===== config.mk =====
export PLATFORM = sky130hd
export DESIGN_NAME = cmd_pump_in
export DESIGN_NICKNAME = d
export VERILOG_FILES = /design/src/source/bridge_pkg.sv /design/src/source/cmd_pump_in.sv
export SDC_FILE = /design/constraint.sdc
export NUM_CORES = 1
export LEC_CHECK = 0
export BUFFER_PORTS_ARGS = -buffer_cell sky130_fd_sc_hd__buf_2
export CAP_MARGIN = 40
export CORE_MARGIN = 10
export CORE_UTILIZATION = 24
export CTS_CLUSTER_DIAMETER = 30
export DETAILED_ROUTE_END_ITERATION = 10
export PLACE_DENSITY_LB_ADDON = 0.08
export SLEW_MARGIN = 20
export SYNTH_ARGS = -nofsm -noshare
export SYNTH_HDL_FRONTEND = slang
export SYNTH_SLANG_ARGS = --single-unit

===== constraint.sdc =====
create_clock -name clk_i -period 1.2 [get_ports clk_i]
set_input_delay 0.06 -clock clk_i [delete_from_list [all_inputs] [get_ports clk_i]]
set_output_delay 0.06 -clock clk_i [all_outputs]
set_load 0.02 [all_outputs]

===== src/source/bridge_pkg.sv =====
// Memory to cache bridge types
`default_nettype none

package bridge_pkg;

  // stream and cache word geometry
  localparam int data_width_c  = 64;
  localparam int mask_width_c  = data_width_c / 8;
  localparam int word_off_c    = $clog2(mask_width_c);
  localparam int block_bytes_c = 64;
  localparam int block_words_c = block_bytes_c / mask_width_c;
  localparam int addr_width_c  = 20;

  typedef enum logic [1:0] {
    msg_rd,
    msg_wr,
    msg_amo
  } msg_type_e;

  // log2 of the byte count
  typedef enum logic [2:0] {
    size_1  = 3'd0,
    size_2  = 3'd1,
    size_4  = 3'd2,
    size_8  = 3'd3,
    size_64 = 3'd6
  } msg_size_e;

  typedef enum logic [1:0] {
    subop_store,
    subop_amoswap,
    subop_amoadd,
    subop_lr
  } msg_subop_e;

  typedef struct packed {
    msg_type_e               msg_type;
    msg_subop_e              subop;
    msg_size_e               size;
    logic [addr_width_c-1:0] addr;
  } msg_header_s;

  typedef enum logic [3:0] {
    TAGST,
    LB, LH, LW, LD, LM,
    SB, SH, SW, SD, SM,
    AMOSWAP_D,
    AMOADD_D
  } cache_opcode_e;

  typedef struct packed {
    cache_opcode_e           opcode;
    logic [addr_width_c-1:0] addr;
    logic [data_width_c-1:0] data;
    logic [mask_width_c-1:0] mask;
  } cache_pkt_s;

  // one word of a command with its own address
  typedef struct packed {
    msg_header_s             header;
    logic [addr_width_c-1:0] addr;
    logic [data_width_c-1:0] data;
  } pump_beat_s;

endpackage

`default_nettype wire


===== src/source/cmd_pump_in.sv =====
// Command stream pump
`timescale 1ns/1ps
`default_nettype none

module cmd_pump_in (
  input  wire                                  clk_i,
  input  wire                                  reset_i,
  input  bridge_pkg::msg_header_s              cmd_header_i,
  input  wire [bridge_pkg::data_width_c-1:0]   cmd_data_i,
  input  wire                                  cmd_v_i,
  input  wire                                  cmd_last_i,
  output logic                                 cmd_ready_and_o,
  output bridge_pkg::pump_beat_s               beat_o,
  output logic                                 beat_v_o,
  input  wire                                  beat_yumi_i,
  output logic                                 beat_new_o,
  output logic                                 beat_done_o
);

  import bridge_pkg::*;

  localparam int blk_off_lp = $clog2(block_bytes_c);
  localparam int cnt_w_lp   = blk_off_lp - word_off_c;
  localparam logic [cnt_w_lp-1:0] cnt_last_lp = cnt_w_lp'(block_words_c - 1);

  logic [cnt_w_lp-1:0] cnt_r;
  logic                is_block;
  logic                rd_block;
  logic                last_word;

  assign is_block  = (cmd_header_i.size == size_64);
  assign rd_block  = is_block && (cmd_header_i.msg_type == msg_rd);
  assign last_word = (cnt_r == cnt_last_lp);

  // a block read is unrolled from one incoming beat
  assign beat_v_o        = cmd_v_i;
  assign beat_new_o      = (cnt_r == '0);
  assign beat_done_o     = rd_block ? last_word : cmd_last_i;
  assign cmd_ready_and_o = beat_yumi_i & (~rd_block | last_word);

  always_comb
  begin
    beat_o.header = cmd_header_i;
    beat_o.data   = cmd_data_i;
    if (is_block)
      beat_o.addr = {cmd_header_i.addr[addr_width_c-1:blk_off_lp], cnt_r,
                     {word_off_c{1'b0}}};
    else
      beat_o.addr = cmd_header_i.addr;
  end

  always_ff @(posedge clk_i)
  begin
    if (reset_i)
      cnt_r <= '0;
    else if (beat_yumi_i && is_block)
      cnt_r <= beat_done_o ? '0 : cnt_r + 1'b1;
  end

endmodule

`default_nettype wire


Word level (Yosys, flattened, before mapping). Cells that the tools add are included.

Equality and inequality tests: 2. Reduce and logical (&&, ||, !) cells: 4. Multipliers: 0. Divide/modulo/power cells: 0. Mux-type cells: 3. Shifts and indexed selects: 0. Add/sub/neg operators: 1. Magnitude comparators: 0. Bitwise gates (word level): 3.

Operator list (count): 3-bit equality test (second input constant) (2); 6-bit 2-to-1 mux (1); 3-bit by 1-bit adder with 3-bit output (second input constant) (1); 3-bit zero test (1); 3-bit 2-to-1 mux (1); 1-bit logical AND (2); 2-bit zero test (1); 1-bit bitwise AND (1); 1-bit 2-to-1 mux (1); 1-bit NOT (1); 1-bit OR (1).

Output and inout bits: 115. Register bits: 3. Bits in latches: 0. RAM bits: 0. Memory bits (read-only): 0. Memories: 0.

Depth between registers and ports, before layout.
Depth in word-level cells: 5. Depth in mapped cells: 5. Gate-level depth less buffers: 5.

Worst setup path before layout. OpenSTA, ideal clock, no wires.

Kind: reg-to-reg. Start point: reg cnt_r[0]. End point: reg cnt_r[0]. Required time: 1077 ps. Clock period less this slack: 1264 ps. Data arrival time: 1141 ps. Setup slack: -64 ps. Cell stages (with the launch flop): 6. Path buffers: 0. Cells stage by stage: dfxtp_1 -> ha_1 -> ha_1 -> or3b_1 -> nand3_1 -> o32ai_1.

Longest elaborated chain between the ends: 3. Elaborated cells between the ends (all ways): 4. Classes of those cells: add/sub (1); eq/ne (1); mux (2).

Ends and longest elaborated chain: start: declaration (line cmd_pump_in.sv:26) `logic [cnt_w_lp-1:0] cnt_r;`; start signal: assignment (line cmd_pump_in.sv:57) `cnt_r <= beat_done_o ? '0 : cnt_r + 1'b1;`; parallel branches: the longest is 2 deep, another holds 3-bit by 1-bit adder with 3-bit output; 3-bit 2-to-1 mux * (line cmd_pump_in.sv:57).

Every way passes the cells marked *. A chain may end at the register's enable or synchronous reset.

Final worst setup path.
Start point: reg cnt_r[1]. End point: out cmd_ready_and_o.

Longest elaborated chain between the ends: 3.

Ends and longest elaborated chain: 3-bit equality test (line cmd_pump_in.sv:33) `assign last_word = (cnt_r == cnt_last_lp);`; 1-bit OR (line cmd_pump_in.sv:39) `assign cmd_ready_and_o = beat_yumi_i & (~rd_block | last_word);`; 1-bit bitwise AND (line cmd_pump_in.sv:39); end: declaration (line cmd_pump_in.sv:12) `output logic cmd_ready_and_o,`.

Every way passes these cells.

==> impl_metrics.json <==
{
  "status": "finished with violations",
  "violations": "setup timing",
  "largest_register_ff_count": 3,
  "worstPathRequired_ps": 1140,
  "slew_violations": 0,
  "reg_top3": "cnt_r (3)",
  "fin_ws_ps": -174,
  "synth_top_area_cell": "buf_4",
  "synth_area_leaders": "buf_4 (71%), dfxtp_1 (5.4%), ha_1 (4.5%), nand3b_4 (1.8%), and2_1 (1.7%)",
  "synth_top_area_share_pct": 71.3,
  "grt_pass1_vias": 638,
  "ys_ff_latch": 3,
  "cp_slowest_cell": "dfxtp_2",
  "reg2reg_setup_slack_ps": -70,
  "diodes": 0,
  "rows": 24,
  "finClkSkew_ps": 2.73,
  "fin_util_pct": 16.4,
  "firstDrtPassIters": 4,
  "clockBufferDepth": 2,
  "clkLatencyLatePin_ps": 210,
  "dr.first_iter.drc_count": 9,
  "finalCritPeriodShare_pct": 115,
  "gp_congestion": 0.645,
  "synth_cells": 143,
  "synth_nets": 243,
  "maxCapViolCount": 0,
  "ioPinCount": 211,
  "syn_to_final_growth_pct": -35.2,
  "total_leakage_power_nw": 0.343,
  "crit_path_max_fanout": 2,
  "crit_path_end_kind": "output port",
  "cts_num_sinks": 3,
  "slew_headroom_pct": 81.2,
  "synth.distinct_cells": 23,
  "hold_viol": 0,
  "vias": 584,
  "synth-warning-count": 0,
  "die_y_um": 88.2,
  "rsz0062_at_grt": "true",
  "grt.overflow.total": 0,
  "synth.avg_cell_area_um2": 7.80,
  "via_per_inst": 4.46,
  "ys_seq_area_share_pct": 5.38,
  "grt_usage_pct": 6.19,
  "htreeDepth": 1,
  "wl_mm": 2.82,
  "die_w_um": 88.2,
  "regMostFlops": "cnt_r",
  "start_util_pct": 25.3,
  "grt_pass1_wl_mm": 3.76,
  "cts_buffers": 3,
  "final_antenna_net_count": 0,
  "cts_tree": "done",
  "power.density_nw_per_um2": 794,
  "crit_type": "reg -> out",
  "grt_max_degree": 9,
  "tightest_slew_ps": 280,
  "final-setup-viol-count": 5,
  "ir_drop_mv": 0.231,
  "fin_crit_ps": 1370,
  "wl_per_cell_um": 21.5,
  "root_buffer": "clkbuf_8",
  "clkTransAtPathRegs_ps": 30,
  "drive_gt1_share_pct": 72.2,
  "crit_top_cell": "ha_4",
  "crit_chain": "ha_4 -> ha_4 -> o41a_1 -> buf_6",
  "arrival_ps": 1310,
  "crit_path_start_kind": "flop",
  "hold_path_class": "in -> reg",
  "antenna_found_initial": 0,
  "dieArea_um2": 7780,
  "p_total_w": 0.000574,
  "core_area_um2": 4410,
  "drc": 0,
  "syn_area_um2": 1120,
  "fin_nets": 180,
  "slowest_delay_ps": 320,
  "portBuffers": 34,
  "postCtsHoldBufs": 0,
  "fmax_ghz": 0.728
}
metrics by stage:
stage / instance area (µm²) / setup WS [ps] / cells / hold WS, ps / TNS, ps
2_1_floorplan: 1130 / -29.5 / 143 / 122 / -83.6
3_3_place_gp: 587 / -92.8 / 126 / 120 / -333
3_5_place_dp: 587 / -79.3 / 126 / 120 / -280
4_1_cts: 671 / -178 / 130 / 56.5 / -440
5_1_grt: 723 / -201 / 131 / 74.6 / -657
6_report: 723 / -174 / 131 / 61.9 / -391
critical path, delay by kind of cell, from the launching register on:
kind	cells	cell delay (ps)
DFF	1	320
buffers and inverters	1	140
AOI/OAI and AO/OA	1	320
adders and majority gates	2	320
what timing repair did:
action / CTS / global route
buffers inserted: 0 / 1
gates resized for setup: 10 / 12
endpoints found under the setup margin: 6 / 8
pin swaps: 5 / 1
area by class of cell:
class | count | area [µm²]
fillers | 518 | 3690
multi-input cells | 31 | 302
repair buffers | 39 | 235
flip-flops and latches | 3 | 66.3
well taps | 52 | 65.1
clock buffers | 4 | 45.0
inverters | 2 | 10.0
logic make-up after synthesis:
logic type	count (synthesis)	share of synthesized area, %
and+or+nand+nor	17	10.3
DFF	3	5.38
buffers and inverters	109	73.0
muxes	1	1.34
AOI/OAI and AO/OA	9	5.49
adders and majority gates	4	4.48
routing by layer:
layer	global-route usage [%]	wire length (µm)	up-vias
met2	8.47	1100	70
met4	7.28	295	0
li1	-	-	223
met5	0	0	-
met1	5.08	782	230
met3	5.11	643	61
cell usage in the layout (no fill, tap or decap):
cell / count
buf_2: 29
buf_4: 6
nand2_1: 4
buf_6: 4
and2_1: 3
o21ai_0: 3
ha_4: 3
clkbuf_8: 3
nand4_1: 2
a21oi_1: 2
dfxtp_2: 2
inv_2: 1
inv_4: 1
nand3b_4: 1
nor3_1: 1
o31a_1: 1
a21o_1: 1
nor2b_4: 1
o41a_1: 1
mux2_4: 1
and4b_2: 1
or3b_4: 1
nor2_1: 1
nand3_2: 1
o32ai_2: 1
nand4b_1: 1
ha_1: 1
clkbuf_1: 1
dfxtp_4: 1
cells in the mapped netlist (all sizes together):
cell type,count
inv,2
buf,107
and2,3
o21ai,3
o32ai,1
dfxtp,3
nand2,4
mux2,1
a21oi,2
nor3,1
o41a,1
and4b,1
nand3b,1
nand4b,1
ha,4
or3b,1
nand3,1
a21o,1
nor2,1
nand4,2
nor2b,1
o31a,1
report_power, final:
group / leakage, nW / internal, W / total [W] / switching (W)
combinational: 0.294 / 0.0000754 / 0.000183 / 0.000107
sequential: 0.0260 / 0.0000992 / 0.0000999 / 0.000000713
clock: 0.0228 / 0.000226 / 0.000292 / 0.0000652
total: 0.343 / 0.000401 / 0.000574 / 0.000173
final timing paths:
kind | from | endpoint | cells after the start
setup / recovery | cnt_r[1]$_SDFFE_PP0P_ | cmd_ready_and_o | 4
hold / removal | reset_i | cnt_r[2]$_SDFFE_PP0P_ | 2
setup reg to reg | cnt_r[1]$_SDFFE_PP0P_ | cnt_r[1]$_SDFFE_PP0P_ | 5
hold reg to reg | cnt_r[2]$_SDFFE_PP0P_ | cnt_r[2]$_SDFFE_PP0P_ | 2
No activity file was read; power rests on OpenSTA's default activity.
