--- src/source/bridge_pkg.sv ---
// Memory to cache bridge types
`default_nettype none

package bridge_pkg;

  // stream and cache word geometry
  localparam int data_width_c  = 64;
  localparam int mask_width_c  = data_width_c / 8;
  localparam int word_off_c    = $clog2(mask_width_c);
  localparam int block_bytes_c = 64;
  localparam int block_words_c = block_bytes_c / mask_width_c;
  localparam int addr_width_c  = 20;

  typedef enum logic [1:0] {
    msg_rd,
    msg_wr,
    msg_amo
  } msg_type_e;

  // log2 of the byte count
  typedef enum logic [2:0] {
    size_1  = 3'd0,
    size_2  = 3'd1,
    size_4  = 3'd2,
    size_8  = 3'd3,
    size_64 = 3'd6
  } msg_size_e;

  typedef enum logic [1:0] {
    subop_store,
    subop_amoswap,
    subop_amoadd,
    subop_lr
  } msg_subop_e;

  typedef struct packed {
    msg_type_e               msg_type;
    msg_subop_e              subop;
    msg_size_e               size;
    logic [addr_width_c-1:0] addr;
  } msg_header_s;

  typedef enum logic [3:0] {
    TAGST,
    LB, LH, LW, LD, LM,
    SB, SH, SW, SD, SM,
    AMOSWAP_D,
    AMOADD_D
  } cache_opcode_e;

  typedef struct packed {
    cache_opcode_e           opcode;
    logic [addr_width_c-1:0] addr;
    logic [data_width_c-1:0] data;
    logic [mask_width_c-1:0] mask;
  } cache_pkt_s;

  // one word of a command with its own address
  typedef struct packed {
    msg_header_s             header;
    logic [addr_width_c-1:0] addr;
    logic [data_width_c-1:0] data;
  } pump_beat_s;

endpackage

`default_nettype wire

--- src/source/resp_pump_out.sv ---
// Response stream pump
`timescale 1ns/1ps
`default_nettype none

module resp_pump_out #(
  parameter int words_per_line_p = 8
) (
  input  wire                                  clk_i,
  input  wire                                  reset_i,
  input  bridge_pkg::msg_header_s              hdr_i,
  input  wire                                  hdr_v_i,
  output logic                                 hdr_pop_o,
  input  wire [bridge_pkg::data_width_c-1:0]   word_i,
  input  wire                                  word_v_i,
  output logic                                 word_yumi_o,
  output bridge_pkg::msg_header_s              resp_header_o,
  output logic [bridge_pkg::data_width_c-1:0]  resp_data_o,
  output logic                                 resp_v_o,
  output logic                                 resp_last_o,
  input  wire                                  resp_ready_and_i
);

  import bridge_pkg::*;

  localparam int cnt_w_lp = (words_per_line_p > 1) ? $clog2(words_per_line_p) : 1;
  localparam logic [cnt_w_lp-1:0] cnt_last_lp = cnt_w_lp'(words_per_line_p - 1);

  logic [cnt_w_lp-1:0]     cnt_r;
  logic                    is_block;
  logic                    wr_block;
  logic                    last_word;
  logic                    avail;
  logic [data_width_c-1:0] shifted;

  assign is_block  = (hdr_i.size == size_64);
  assign wr_block  = is_block && (hdr_i.msg_type == msg_wr);
  assign last_word = ~is_block | (cnt_r == cnt_last_lp);
  assign avail     = hdr_v_i & word_v_i;

  // a block write answers once, on its last word
  assign resp_v_o      = avail & (~wr_block | last_word);
  assign resp_last_o   = last_word;
  assign resp_header_o = hdr_i;
  assign word_yumi_o   = avail & (resp_ready_and_i | (wr_block & ~last_word));
  assign hdr_pop_o     = word_yumi_o & last_word;

  assign shifted = word_i >> {hdr_i.addr[word_off_c-1:0], 3'b000};

  // sub-word data lands at bit 0, zero extended
  always_comb
  begin
    case (hdr_i.size)
      size_1:  resp_data_o = data_width_c'(shifted[7:0]);
      size_2:  resp_data_o = data_width_c'(shifted[15:0]);
      size_4:  resp_data_o = data_width_c'(shifted[31:0]);
      default: resp_data_o = wr_block ? '0 : word_i;
    endcase
  end

  always_ff @(posedge clk_i)
  begin
    if (reset_i)
      cnt_r <= '0;
    else if (word_yumi_o && is_block)
      cnt_r <= last_word ? '0 : cnt_r + 1'b1;
  end

endmodule

`default_nettype wire

--- config.mk ---
export PLATFORM = sky130hd
export DESIGN_NAME = resp_pump_out
export DESIGN_NICKNAME = d
export VERILOG_FILES = /design/src/source/bridge_pkg.sv /design/src/source/resp_pump_out.sv
export SDC_FILE = /design/constraint.sdc
export NUM_CORES = 1
export LEC_CHECK = 0
export ABC_AREA = 1
export BUFFER_PORTS_ARGS = -buffer_cell sky130_fd_sc_hd__buf_2
export CORE_MARGIN = 2
export CORE_UTILIZATION = 46
export DETAILED_ROUTE_END_ITERATION = 12
export GPL_ROUTABILITY_DRIVEN = 0
export PLACE_DENSITY_LB_ADDON = 0.25
export SYNTH_ARGS = -nofsm -noshare
export SYNTH_HDL_FRONTEND = slang
export SYNTH_SLANG_ARGS = --single-unit
--- constraint.sdc ---
create_clock -name clk_i -period 2.5 [get_ports clk_i]
set_input_delay 0.5 -clock clk_i [delete_from_list [all_inputs] [get_ports clk_i]]
set_output_delay 0.5 -clock clk_i [all_outputs]
set_load 0.03 [all_outputs]
Word level (Yosys, flattened, before mapping)
Cells that the tools add are included.
{"block": "word_totals", "regBits": 3, "memories": 0, "input_bits": 96, "romBits": 0, "wordCells": 25, "output_inout_bits": 95, "latch_bits": 0, "mem_bits_rw": 0}
{"block": "op_classes", "reduce_logical": 3, "shifts": 1, "mul": 0, "n_div": 0, "n_eq_ne": 5, "muxes": 3, "n_lt_le_gt_ge": 0, "bitwise_logic": 11, "addsub": 1}
{"operator": "case mux 64 bit (3 select lines)", "n": 1}
{"operator": "two-way mux 64 bit", "n": 1}
{"operator": ">> shifter 64 x 6 -> 32 bit", "n": 1}
{"operator": "equality test 3 bit (second input constant)", "n": 2}
{"operator": "bitwise AND 1 bit", "n": 5}
{"operator": "adder 3 x 1 -> 3 bit (second input constant)", "n": 1}
{"operator": "equality test 3 x 1 -> 1 bit (second input constant)", "n": 1}
{"operator": "equality test 3 x 2 -> 1 bit (second input constant)", "n": 1}
{"operator": "zero test 3 bit", "n": 1}
{"operator": "two-way mux 3 bit", "n": 1}
{"operator": "inverter 1 bit", "n": 3}
{"operator": "OR 1 bit", "n": 3}
{"operator": "equality test 2 x 1 -> 1 bit (second input constant)", "n": 1}
{"operator": "logical AND 1 bit", "n": 2}

Logic depth before layout (Yosys ltp)
{"block": "depth", "ltp_word": 8, "ltp_mapped": 10, "ltp_nobuf": 9}

Least setup slack after synthesis
No wires, ideal clock.
{"block": "synth_path", "kind": "input port to output port", "startpoint": "input hdr_i[20] in the netlist's numbering", "endpoint": "output resp_data_o[10] in the netlist's numbering", "path_slack_ps": 442, "t_arrival_ps": 1558, "stages": 6, "required_time_ps": 2000, "n_path_buf": 0, "path_cell_list": "inv_1 nand3_2 nor2_4 nor2_2 inv_2 o21ai_0"}
{"block": "synth_via", "elab_chain_len": 4, "word_cells_on_any_way": 7, "classes_between": "3 x eq/ne; 2 x mux; 2 x reduce/logical"}
{"element": "start, declared", "line_no": "resp_pump_out.sv:10", "rtl": "input bridge_pkg::msg_header_s hdr_i,"}
{"element": "equality test 3 bit", "line_no": "resp_pump_out.sv:35", "rtl": "assign is_block = (hdr_i.size == size_64);"}
{"element": "logical AND 1 bit", "line_no": "resp_pump_out.sv:36", "rtl": "assign wr_block = is_block && (hdr_i.msg_type == msg_wr);"}
{"element": "two-way mux 64 bit", "line_no": "resp_pump_out.sv:56", "rtl": "default: resp_data_o = wr_block ? '0 : word_i;"}
{"element": "case mux 64 bit (3 select lines) (*)", "line_no": "resp_pump_out.sv:52", "rtl": "case (hdr_i.size)"}
{"element": "end, declared", "line_no": "resp_pump_out.sv:17", "rtl": "output logic [bridge_pkg::data_width_c-1:0] resp_data_o,"}
Mark *: on every way between the ends. The rest lies on a longest branch, timed or not.

Final worst setup path
{"block": "layout_path", "startpoint": "input hdr_i[0] in the netlist's numbering", "endpoint": "output resp_data_o[0] in the netlist's numbering"}
{"block": "layout_via", "elab_chain_len": 2}
{"element": ">> shifter 64 x 6 -> 32 bit", "line_no": "resp_pump_out.sv:47", "rtl": "assign shifted = word_i >> {hdr_i.addr[word_off_c-1:0], 3'b000};"}
{"element": "case mux 64 bit (3 select lines)", "line_no": "resp_pump_out.sv:52"}
No other way between the ends.

==> results.sh <==
export IMPL_finalSetupViolations=0
export IMPL_syn_inst=547
export IMPL_synth_adder_area_share_pct=0.953
export IMPL_register_area_um2=60.1
export IMPL_fin_crit_ns=2.32
export IMPL_hold_class="reg -> reg"
export IMPL_synth_area_mm2=0.00263
export IMPL_die_w_um=79.6
export IMPL_outcome="completed"
export IMPL_powerDensity_mw_per_mm2=295
export IMPL_dr_pass1_iters=5
export IMPL_fin_skew_ns=0.00379
export IMPL_dp_cells=727
export IMPL_final_common_cell="nand2_1"
export IMPL_seqPwrFrac_pct=5.1
export IMPL_htree_levels=1
export IMPL_grt_max_degree=44
export IMPL_portBuffers=152
export IMPL_grt_overflow=0
export IMPL_seq_area_frac_synth_pct=2.29
export IMPL_synthXorXnorAreaFrac_pct=0
export IMPL_diodes=0
export IMPL_p_leak_nw=1.99
export IMPL_largest_register="cnt_r"
export IMPL_timing_slew_headroom_pct=72.7
export IMPL_grt_most_used_layer="met2"
export IMPL_syn_num_nets=645
export IMPL_ys_ff_latch=3
export IMPL_switching_power_uw=554
export IMPL_die_area_mm2=0.00633
export IMPL_num_vias=3815
export IMPL_layout_common_cells="nand2_1, buf_2, inv_1"
export IMPL_multiInputGateArea_mm2=0.00190
export IMPL_instances_no_fill=731
export IMPL_rsz0062_at_grt="false"
export IMPL_largest_reg_flops=3
export IMPL_antenna_found_initial=0
export IMPL_switching_share_pct=58.0
export IMPL_synth_compound_area_share_pct=20.5
export IMPL_postCtsSetupRepairBufs=0
export IMPL_drt_iter0_markers=305
export IMPL_avgSynthCellArea_um2=4.80
export IMPL_fillers=587
export IMPL_fin_util_pct=58.8
export IMPL_crit_type="in -> out"
export IMPL_peakVddDrop_mv=0.268
export IMPL_start_kind="primary input"
export IMPL_crit_fanout=43
export IMPL_ys_types=29
export IMPL_cts_sinks=3
export IMPL_die_y_um=79.6
export IMPL_grt_pass1_wl_mm=14.5
export IMPL_min_period_over_period_pct=92.8
export IMPL_postRouteAntennaNets=0
export IMPL_fin_nets=758
export IMPL_pwr_share_comb_pct=80.3
export IMPL_clock_power_share_pct=14.6
export IMPL_path_clk_slew_ns=0.03
export IMPL_rr_worst_depth=5
export IMPL_holdBufCountCts=0
export IMPL_intPower_uw=400
export IMPL_grt_pass1_vias=3333
export IMPL_use_met2_pct=49.7
export IMPL_cp_end_kind="primary output"
export IMPL_cts_buffers=3
export IMPL_synth_top_family_by_area="simple AND/OR/NAND/NOR gates"
export IMPL_rows=27
export IMPL_clock_path_buffers=2
export IMPL_muxShareOfSynthArea_pct=0
export IMPL_drt_vias_per_instance=5.22
export IMPL_io_pins=191
export IMPL_cts_tree="yes"
export IMPL_fmax_ghz=0.431
export IMPL_hpwlAfterDp_mm=7.20
export IMPL_required_ns=2.00
export IMPL_largestRegisters="cnt_r: 3 flops"
export IMPL_track_usage_pct=27.4
export IMPL_ys_warn_count=0
export IMPL_postRouteWirelength_mm=9.24
export IMPL_setup_tns_ns=0
export IMPL_area_growth_pct=23.3
export IMPL_cts_root_buf="clkbuf_8"
export IMPL_start_util_pct=47.7
export IMPL_met1_usage_pct=32.9
export IMPL_wl_per_cell_um=12.6
export IMPL_cts_repair_resized=0
export IMPL_hold_viol_final=0
export IMPL_core_mm2=0.00551
export IMPL_yosys_area_share_simple_pct=50.7
export IMPL_hold_path_depth=2
export IMPL_insertion_delay_ns=0.21
export IMPL_final_max_slew_viol_count=0
export IMPL_final_layout_size_suffix_gt1_share_pct=28.5
export IMPL_use_met3_pct=2.60
export IMPL_route_detailed_drc=0
export IMPL_worst_pin_slew_ns=0.406
export IMPL_cp_data_arrival_time_ns=1.82
export IMPL_max_cap_violations=0
-- per-layer routing --
layer | vias to the layer above | share of wire, %
met5 | - | 0
met4 | 0 | 2.7
met3 | 25 | 9.0
met2 | 225 | 50
met1 | 1661 | 39
li1 | 1904 | -
-- cells by family (layout without fill, tap and decap cells) --
kind of cell,after synthesis,in the layout
simple gates,331,331
flops,3,3
compound gates,93,93
buf+inv,118,230
fa+ha+maj,2,2
-- cell usage after synthesis --
library cell / count / area share, %
nand3_2: 1 / 0.38
inv_4: 1 / 0.24
nand2_1: 243 / 35
o21ai_2: 5 / 1.7
a21oi_1: 8 / 1.5
ha_1: 2 / 0.95
nor2_1: 44 / 6.3
nand3_1: 27 / 5.1
o22ai_1: 1 / 0.24
nor2_4: 2 / 0.86
o21ai_0: 37 / 7.1
dfxtp_1: 3 / 2.3
nand2_2: 1 / 0.24
clkinv_1: 1 / 0.14
inv_2: 3 / 0.43
buf_2: 11 / 2.1
or2_2: 3 / 0.71
buf_6: 12 / 5.1
a21oi_2: 1 / 0.33
o211ai_1: 20 / 5.7
nand4_1: 3 / 0.71
inv_1: 54 / 7.7
o21ai_1: 21 / 4.0
nor2_2: 1 / 0.24
or2_0: 4 / 0.95
buf_4: 32 / 9.1
or2_1: 2 / 0.48
clkbuf_1: 2 / 0.29
buf_1: 2 / 0.29
-- per-stage QoR --
step / instance area [um2] / hold slack, ns / setup slack, ns / total power [mW]
global route: 3240 / 0.477 / 0.0386 / 1.03
finish: 3240 / 0.468 / 0.181 / 0.955
global placement: 3190 / 0.456 / 0.260 / 0.796
floorplan: 2630 / 0.438 / 0.442 / 0.640
CTS: 3240 / 0.470 / 0.195 / 0.951
detailed placement: 3190 / 0.466 / 0.199 / 0.807
-- power groups by stage --
stage,Clock (mW),Combinational [mW],Sequential [mW]
finish,0.139,0.767,0.0486
global route,0.147,0.836,0.0486
CTS,0.142,0.760,0.0486
detailed placement,0,0.758,0.0493
global placement,0,0.746,0.0493
floorplan,0,0.591,0.0492
-- path summary, 6_finish.rpt --
kind	startpoint	to	slack (ns)
setup reg to reg	cnt_r[0]	cnt_r[2]	1.14
hold / removal	cnt_r[1]	cnt_r[1]	0.47
hold reg to reg	cnt_r[1]	cnt_r[1]	0.47
setup / recovery	hdr_i[0]	resp_data_o[0]	0.18
-- critical path, cell delays in order --
cell and delay, ns:
buf_2 0.18, buf_12 0.20, or2_2 0.30, o21ai_0 0.11, nand2_1 0.09, nand3_1 0.08
nand3_1 0.07, nand2_1 0.06, nand2_1 0.05, buf_2 0.17
-- area by class of cell --
cell class | count | area share, %
Clock buffer | 4 | 1.39
Inverter | 59 | 6.91
Multi-Input combinational cell | 426 | 58.6
Sequential cell | 3 | 1.85
Tap cell | 72 | 2.78
Timing Repair Buffer | 167 | 28.5
Power figures use the tool's default switching activity.
