$ cat src/source/bridge_pkg.sv
// Memory to cache bridge types
`default_nettype none

package bridge_pkg;

  // stream and cache word geometry
  localparam int data_width_c  = 64;
  localparam int mask_width_c  = data_width_c / 8;
  localparam int word_off_c    = $clog2(mask_width_c);
  localparam int block_bytes_c = 64;
  localparam int block_words_c = block_bytes_c / mask_width_c;
  localparam int addr_width_c  = 20;

  typedef enum logic [1:0] {
    msg_rd,
    msg_wr,
    msg_amo
  } msg_type_e;

  // log2 of the byte count
  typedef enum logic [2:0] {
    size_1  = 3'd0,
    size_2  = 3'd1,
    size_4  = 3'd2,
    size_8  = 3'd3,
    size_64 = 3'd6
  } msg_size_e;

  typedef enum logic [1:0] {
    subop_store,
    subop_amoswap,
    subop_amoadd,
    subop_lr
  } msg_subop_e;

  typedef struct packed {
    msg_type_e               msg_type;
    msg_subop_e              subop;
    msg_size_e               size;
    logic [addr_width_c-1:0] addr;
  } msg_header_s;

  typedef enum logic [3:0] {
    TAGST,
    LB, LH, LW, LD, LM,
    SB, SH, SW, SD, SM,
    AMOSWAP_D,
    AMOADD_D
  } cache_opcode_e;

  typedef struct packed {
    cache_opcode_e           opcode;
    logic [addr_width_c-1:0] addr;
    logic [data_width_c-1:0] data;
    logic [mask_width_c-1:0] mask;
  } cache_pkt_s;

  // one word of a command with its own address
  typedef struct packed {
    msg_header_s             header;
    logic [addr_width_c-1:0] addr;
    logic [data_width_c-1:0] data;
  } pump_beat_s;

endpackage

`default_nettype wire

$ cat src/source/resp_header_fifo.sv
// Response header FIFO
`timescale 1ns/1ps
`default_nettype none

module resp_header_fifo #(
  parameter int resp_fifo_els_p = 4
) (
  input  wire                      clk_i,
  input  wire                      reset_i,
  input  bridge_pkg::msg_header_s  hdr_i,
  input  wire                      push_i,
  output logic                     full_o,
  output bridge_pkg::msg_header_s  hdr_o,
  output logic                     v_o,
  input  wire                      pop_i
);

  import bridge_pkg::*;

  localparam int ptr_w_lp = (resp_fifo_els_p > 1) ? $clog2(resp_fifo_els_p) : 1;
  localparam int cnt_w_lp = $clog2(resp_fifo_els_p + 1);
  localparam logic [ptr_w_lp-1:0] ptr_last_lp = ptr_w_lp'(resp_fifo_els_p - 1);

  msg_header_s         mem_r [resp_fifo_els_p];
  logic [ptr_w_lp-1:0] wptr_r;
  logic [ptr_w_lp-1:0] rptr_r;
  logic [cnt_w_lp-1:0] count_r;

  assign full_o = (count_r == cnt_w_lp'(resp_fifo_els_p));
  assign v_o    = (count_r != '0);
  assign hdr_o  = mem_r[rptr_r];

  always_ff @(posedge clk_i)
  begin
    if (push_i)
      mem_r[wptr_r] <= hdr_i;
  end

  always_ff @(posedge clk_i)
  begin
    if (reset_i)
    begin
      wptr_r  <= '0;
      rptr_r  <= '0;
      count_r <= '0;
    end
    else
    begin
      if (push_i)
        wptr_r <= (wptr_r == ptr_last_lp) ? '0 : wptr_r + 1'b1;
      if (pop_i)
        rptr_r <= (rptr_r == ptr_last_lp) ? '0 : rptr_r + 1'b1;
      count_r <= count_r + cnt_w_lp'(push_i) - cnt_w_lp'(pop_i);
    end
  end

endmodule

`default_nettype wire

$ cat config.mk
export PLATFORM = sky130hd
export DESIGN_NAME = resp_header_fifo
export DESIGN_NICKNAME = d
export VERILOG_FILES = /design/src/source/bridge_pkg.sv /design/src/source/resp_header_fifo.sv
export SDC_FILE = /design/constraint.sdc
export NUM_CORES = 1
export LEC_CHECK = 0
export ABC_AREA = 1
export BUFFER_PORTS_ARGS = -buffer_cell sky130_fd_sc_hd__buf_2
export CORE_UTILIZATION = 30
export DETAILED_ROUTE_END_ITERATION = 8
export HOLD_SLACK_MARGIN = 0.02
export PLACE_DENSITY = 0.55
export SETUP_SLACK_MARGIN = 0.4
export SYNTH_ARGS = -nofsm -noshare
export SYNTH_HDL_FRONTEND = slang
export SYNTH_SLANG_ARGS = --single-unit
$ cat constraint.sdc
create_clock -name clk_i -period 3.2 [get_ports clk_i]
set_input_delay 0.96 -clock clk_i [delete_from_list [all_inputs] [get_ports clk_i]]
set_output_delay 0.96 -clock clk_i [all_outputs]
set_load 0.01 [all_outputs]
### After elaboration in Yosys (flattened, before gate mapping)

Memories as Yosys holds them, arrays and structs flattened. A register that Yosys moved wholly into a read port is not among the register bits.
Index checks and enable logic that the tools add are counted.

| word-level totals | value |
|---|---|
| output and inout port bits | 29 |
| memory bits (writable) | 108 |
| register bits | 7 |
| logic and storage cells | 18 |
| memories | 1 |
| input bits | 31 |

Memories:

| name | words | bits a word | rd ports | clocked after Yosys merged registers in | write ports | line | source |
|---|---|---|---|---|---|---|---|
| mem_r | 4 | 27 | 1 | 1 | 1 | resp_header_fifo.sv:24 | `msg_header_s mem_r [resp_fifo_els_p];` |

| operators by class | value |
|---|---|
| add/sub/neg operators | 4 |
| equal/unequal tests | 3 |
| reductions and logical operators | 1 |
| muxes and demuxes | 6 |

Operators by type and width:

| kind | count |
|---|---|
| 2-bit 2-to-1 mux | 4 |
| 2-bit by 1-bit adder with 2-bit output (second input constant) | 2 |
| 2-bit == test (second input constant) | 2 |
| 3-bit by 1-bit adder with 3-bit output | 1 |
| 3-bit == test (second input constant) | 1 |
| 3-bit nonzero test | 1 |
| 3-bit by 1-bit subtractor with 3-bit output | 1 |
| 1-bit 2-to-1 mux | 2 |

### Logic depth before layout (Yosys ltp)

Gate-level depths: netlist of the first run.

| logic depth | value |
|---|---|
| depth in word-level cells | 4 |
| gate-level depth with buffers | 8 |

### Worst setup path after synthesis of the first run

OpenSTA, ideal clock, no wires.

| timing path | value |
|---|---|
| path kind | input port to flip-flop |
| from | input port push_i |
| to | memory mem_r[3][0] in the netlist's numbering (enable) |
| required time | 2.818 ns |
| cell stages on the path | 3 |
| arrival | 1.710 ns |
| buffers on the path | 1 |
| setup time | 0.382 ns |
| path slack | 1.107 ns |
| cells stage by stage | buf_2 nand2_1 inv_1 |

| on the way | value |
|---|---|
| cells in the longest elaborated chain, start to end | 2 |

RTL lines:

| what | line | source |
|---|---|---|
| start: declaration | resp_header_fifo.sv:11 | `input wire push_i,` |
| 1-bit 2-to-1 mux | resp_header_fifo.sv:35 | `if (push_i)` |
| 1-bit 2-to-1 mux (implied by the code) | resp_header_fifo.sv:36 | `mem_r[wptr_r] <= hdr_i;` |
| end: declaration | resp_header_fifo.sv:24 |  |

No other way between the ends.

==> results.sh, run 1 <==
export IMPL_grtUsageMet3=0.0486
export IMPL_grt_pass1_vias=2809
export IMPL_setup_viol=0
export IMPL_power_density_mw_per_mm2=685
export IMPL_whs_ns=0.507
export IMPL_std_cell_rows=45
export IMPL_synth_nets=413
export IMPL_cts_resized=0
export IMPL_synth_xor_area_frac=0.00182
export IMPL_fmax_mhz=388
export IMPL_hp_class="flop to flop"
export IMPL_dp_cells=636
export IMPL_avgRoutedWirePerCell_um=13.7
export IMPL_cts_tree="yes"
export IMPL_finClkSkew_ns=0.00853
export IMPL_cts_path_max_buffers=2
export IMPL_power_frac_seq=0.437
export IMPL_worst_pin_slew_ns=0.558
export IMPL_finalHoldViolCount=0
export IMPL_synth_compound_area_frac=0.123
export IMPL_min_period_ns=2.58
export IMPL_portBuffers=59
export IMPL_final_setup_tns_ns=0
export IMPL_r2r_end="mem_r[0][20]"
export IMPL_die_area_mm2=0.0165
export IMPL_vias=2846
export IMPL_drcViolationCount=0
export IMPL_grt_pass1_wl_um=15000
export IMPL_clock_sinks=117
export IMPL_end_kind="output port"
export IMPL_clk_pin_slew_ns=0.05
export IMPL_yosys_area_share_simple=0.0594
export IMPL_p_leak_nw=2.40
export IMPL_rr_worst_depth=5
export IMPL_drtAntennaViolNets=0
export IMPL_ioPinCount=60
export IMPL_start_util=0.311
export IMPL_top_usage_layer="met2"
export IMPL_required_ns=2.24
export IMPL_synthMuxAreaShare=0
export IMPL_max_slew_margin=0.628
export IMPL_maxCapViolations=0
export IMPL_yosysSeqAreaShare=0.712
export IMPL_use_met2=0.197
export IMPL_first_iter_violations=210
export IMPL_cp_endpoint="hdr_o[24]"
export IMPL_drt_total_wl_um=9140
export IMPL_synth_area_mm2=0.00480
export IMPL_dpl_hpwl_um=5760
export IMPL_cts_root_buffer="clkbuf_16"
export IMPL_core_area_mm2=0.0154
export IMPL_r2r_slack_ns=1.52
export IMPL_via_per_inst=4.25
export IMPL_stdcell_count=669
export IMPL_multi_input_area_um2=995
export IMPL_dr_pass1_iters=4
export IMPL_swShare=0.224
export IMPL_track_usage=0.125
export IMPL_place_gp_congestion=0.722
export IMPL_grt_use_met1=0.150
export IMPL_critPathLaunchType="flop"
export IMPL_die_x_um=129
export IMPL_grt_antenna_before_repair=2
export IMPL_clk_latency_ns=0.41
export IMPL_p_sw_mw=0.918
export IMPL_seqCellArea_mm2=0.00343
export IMPL_cts_hold_buf=0
export IMPL_cp_max_fo=44
export IMPL_die_h_um=129
export IMPL_internal_power_mw=3.18
export IMPL_grt_start_max_net_pins=65
export IMPL_htreeDepth=4
export IMPL_r2r_start="wptr_r[0]"
export IMPL_yosys_cell_types_count=19
export IMPL_ys_seq_elements=117
export IMPL_grt_overflow_total=0
export IMPL_rsz0062_at_grt="false"
export IMPL_synth_top_family_by_area="compound AO/OA/AOI/OAI gates"
export IMPL_period_share=0.806
export IMPL_crit_arrival_ns=1.62
export IMPL_pwr_share_comb=0.096
export IMPL_cts_buffers=17
export IMPL_num_fill_cells=1509
export IMPL_drive_gt1_frac=0.269
export IMPL_synthesis_instances=374
export IMPL_power_frac_clock=0.467
export IMPL_worst_ir_drop_vdd_mv=0.341
export IMPL_synth_adder_area_share=0.0224
export IMPL_yosysWarningCount=0
export IMPL_drv_slew=0
export IMPL_status="finished clean"
export IMPL_syn_avg_cell_area_um2=12.8
export IMPL_final_nets=483
export IMPL_crit_type="flop to output port"
export IMPL_post_cts_setup_buffers=0
export IMPL_syn_to_final_growth_pct=24.5
## state kept, by name (all words and copies together), names as in the netlist, named ones only
register  flops
wptr_r        2
mem_r       108
count_r       3
rptr_r        2
## cells in the mapped netlist
library cell / number / area share
edfxtp_1: 108 / 0.67
inv_1: 69 / 0.054
nand2_1: 63 / 0.049
a21oi_1: 30 / 0.031
o21ai_0: 28 / 0.029
o211ai_2: 20 / 0.052
buf_2: 12 / 0.013
dfxtp_1: 9 / 0.037
nor2_1: 9 / 0.0070
ha_1: 7 / 0.018
o211ai_1: 7 / 0.011
buf_6: 2 / 0.0047
buf_8: 2 / 0.0063
clkbuf_1: 2 / 0.0016
nand3_1: 2 / 0.0021
buf_4: 1 / 0.0016
fa_1: 1 / 0.0042
nor3_1: 1 / 0.0010
xnor2_1: 1 / 0.0018
## routing by layer
metal | part of all wire | wire, µm
met5 | 0 | 0
met1 | 0.45 | 4100
met2 | 0.48 | 4410
met3 | 0.056 | 513
met4 | 0.014 | 127
## per-stage QoR
stage                     power [mW]  area, µm²  utilization  setup slack, ns
final                           4.09       5980        0.388            0.620
after global routing            4.27       5980        0.387            0.464
after CTS                       4.15       5970        0.387            0.464
after detailed placement        2.22       5350        0.347            0.914
after global placement          2.21       5350        0.347            0.925
after floorplan                 2.06       4800            -             1.11
## kinds of logic (layout without fill, tap and decap cells)
| logic type | Yosys count | count (layout) |
|---|---|---|
| simple gates | 75 | 75 |
| other cells | 0 | 1 |
| flops | 117 | 117 |
| fa+ha+maj | 8 | 8 |
| buf+inv | 88 | 171 |
| xor+xnor | 1 | 1 |
| compound gates | 85 | 85 |
## power by group through the flow
stage	sequential [mW]	clock (mW)	combinational [mW]
finish	1.79	1.91	0.393
global route	1.79	2.02	0.447
CTS	1.79	1.95	0.403
detailed placement	1.82	0	0.402
global placement	1.82	0	0.392
floorplan	1.81	0	0.253
## layout make-up
cell class              count  share of cell area
diodes                      1            0.000418
clock buffers              27               0.100
clock inverters             5             0.00460
inverters                  69              0.0433
multi-input cells         169               0.166
flip-flops and latches    117               0.574
well taps                 211              0.0442
repair buffers             70              0.0674
## placed cells by master (no fill, tap or decap), types with 2 or more instances in the layout
cell / netlist / layout
edfxtp_1: 108 / 108
inv_1: 69 / 69
nand2_1: 63 / 63
buf_2: 12 / 59
a21oi_1: 30 / 30
o21ai_0: 28 / 28
clkbuf_16: 0 / 21
o211ai_2: 20 / 20
nor2_1: 9 / 9
buf_4: 1 / 9
o211ai_1: 7 / 7
ha_1: 7 / 7
dfxtp_1: 9 / 7
clkbuf_8: 0 / 5
clkinv_2: 0 / 4
nand3_1: 2 / 2
dfxtp_4: 0 / 2
buf_12: 0 / 2
## critical path, cell delays in order, from the launching register on
cell	delay, ns
dfxtp_4	0.35
buf_4	0.38
a21oi_1	0.12
o21ai_0	0.09
nand2_1	0.10
buf_2	0.15
## worst min path at each step
stage / from / to / slack (ns) / cells past startpoint
2_1_floorplan: rptr_r[0] / flop / 0.47 / 2
3_3_place_gp: rptr_r[0] / flop / 0.49 / 2
3_5_place_dp: rptr_r[0] / flop / 0.50 / 2
4_1_cts: rptr_r[0] / flop / 0.51 / 2
5_1_grt: rptr_r[0] / flop / 0.55 / 2
6_report: rptr_r[0] / flop / 0.51 / 2
(Power assumes the default switching activity.)
==> run 2, diff against run 1 <==
--- a/config.mk
+++ b/config.mk
@@ -10,7 +10,7 @@
 export CORE_UTILIZATION = 30
 export DETAILED_ROUTE_END_ITERATION = 8
 export HOLD_SLACK_MARGIN = 0.02
-export PLACE_DENSITY = 0.55
+export PLACE_DENSITY = 0.56
 export SETUP_SLACK_MARGIN = 0.4
 export SYNTH_ARGS = -nofsm -noshare
 export SYNTH_HDL_FRONTEND = slang
==> constraint.sdc (replaced) <==
create_clock -name clk_i -period 2.37 [get_ports clk_i]
set_input_delay 0.711 -clock clk_i [delete_from_list [all_inputs] [get_ports clk_i]]
set_output_delay 0.711 -clock clk_i [all_outputs]
set_load 0.01 [all_outputs]
==> results.sh, run 2 (synthesis gave the netlist of run 1 again) <==
export IMPL_status="finished clean"
export IMPL_p_leak_nw=2.56
export IMPL_crit_arrival_ns=1.50
export IMPL_final_nets=500
export IMPL_cts_hold_buf=0
export IMPL_end_kind="output port"
export IMPL_grt_start_max_net_pins=39
export IMPL_top_register="mem_r"
export IMPL_portBuffers=59
export IMPL_largest_reg_flops=108
export IMPL_track_usage=0.123
export IMPL_worst_pin_slew_ns=0.427
export IMPL_reg_top3="mem_r x108, count_r x3"
export IMPL_min_period_ns=2.21
export IMPL_clk_pin_slew_ns=0.05
export IMPL_drive_gt1_frac=0.340
export IMPL_cts_root_buffer="clkbuf_16"
export IMPL_first_iter_violations=130
export IMPL_critPathLaunchType="flop"
export IMPL_period_share=0.932
export IMPL_fmax_mhz=453
export IMPL_cts_buffers=17
export IMPL_power_density_mw_per_mm2=910
export IMPL_htreeDepth=4
export IMPL_drcViolationCount=0
export IMPL_syn_to_final_growth_pct=32.9
export IMPL_core_area_mm2=0.0154
export IMPL_drtAntennaViolNets=0
export IMPL_most_common_layout_cells="108 x edfxtp_1, 68 x inv_1, 62 x nand2_1"
export IMPL_ioPinCount=60
export IMPL_rsz0062_at_grt="true"
export IMPL_grt_pass1_wl_um=14700
export IMPL_avgRoutedWirePerCell_um=15.0
export IMPL_final_common_cell="edfxtp_1"
export IMPL_via_per_inst=4.30
export IMPL_clock_sinks=117
export IMPL_setup_viol=0
export IMPL_final_setup_tns_ns=0
export IMPL_dpl_hpwl_um=5690
export IMPL_start_util=0.311
export IMPL_cts_tree="yes"
export IMPL_place_gp_congestion=0.692
export IMPL_cts_path_max_buffers=2
export IMPL_die_area_mm2=0.0165
export IMPL_dr_pass1_iters=4
export IMPL_max_slew_margin=0.715
export IMPL_worst_ir_drop_vdd_mv=0.505
export IMPL_cp_max_fo=16
export IMPL_crit_type="flop to output port"
export IMPL_antenna_cells=0
export IMPL_finalHoldViolCount=0
export IMPL_required_ns=1.66
export IMPL_die_x_um=129
export IMPL_grt_overflow_total=0
export IMPL_num_fill_cells=1471
export IMPL_drv_slew=0
export IMPL_clk_latency_ns=0.41
export IMPL_hp_class="flop to flop"
export IMPL_post_route_util=0.414
export IMPL_die_h_um=129
export IMPL_grt_pass1_vias=2840
export IMPL_std_cell_rows=45
export IMPL_grt_antenna_before_repair=1
export IMPL_drt_total_wl_um=10300
export IMPL_r2r_slack_ns=0.83
export IMPL_vias=2948
export IMPL_maxCapViolations=0
export IMPL_finClkSkew_ns=0.00951
run 2: cell count changes in the layout (fill, tap and decap cells not counted), sizes merged:
| cell | delta |
|---|---|
| diode | -1 |
| clkinv | -1 |
| bufinv | +4 |
| clkbuf | +1 |
| buf | +12 |
| clkinvlp | +1 |
run 2: path summary, 6_finish.rpt:
path,start,cells past startpoint,end
worst min-delay path,rptr_r[0],2,flop
worst min register to register,rptr_r[0],2,flop
worst max register to register,count_r[0],7,count_r[2]
worst max-delay path,flop,6,hdr_o[0]
run 2: cell type report:
class                   count  area [µm²]  share of cell area
well taps                 211         264              0.0413
inverters                  69         259              0.0406
clock inverters             9         149              0.0233
repair buffers             87         704               0.110
flip-flops and latches    117        3430               0.537
multi-input cells         169        1090               0.171
clock buffers              23         488              0.0764
run 2: power by group:
group | switching (mW) | leakage (nW) | internal, mW
registers | 0.0383 | 1.07 | 2.37
logic | 0.393 | 1.18 | 0.287
clock network | 0.859 | 0.307 | 1.86
total | 1.29 | 2.56 | 4.52
run 2: repair_timing:
action,4_1_cts,5_1_grt
setup endpoints to repair,27,28
buffers inserted,1,4
cloned,0,8
pin swaps,0,22
resized for setup,0,57
run 2: stage by stage:
step	hold slack [ns]	cells	cell area (µm²)	power, mW	worst slack (ns)
6_report	0.507	685	6390	5.81	0.161
5_1_grt	0.498	685	6390	6.05	0.0766
4_1_cts	0.493	673	6050	5.74	0.142
3_5_place_dp	0.499	640	5400	3.01	0.362
3_3_place_gp	0.498	640	5400	2.99	0.373
2_1_floorplan	0.468	374	4800	2.78	0.526
run 2: routing by layer:
metal | wire, µm | global-route usage | part of all wire
met4 | 111 | 0.0602 | 0.011
met3 | 527 | 0.0482 | 0.051
met2 | 4960 | 0.194 | 0.48
met5 | 0 | 0 | 0
met1 | 4680 | 0.147 | 0.46
run 2: critical path, stage by stage (launching register included):
cell and delay, ns:
dfxtp_4 0.37, buf_4 0.15, buf_12 0.14, a21oi_1 0.14, o21ai_0 0.09, nand2_1 0.07, buf_2 0.13
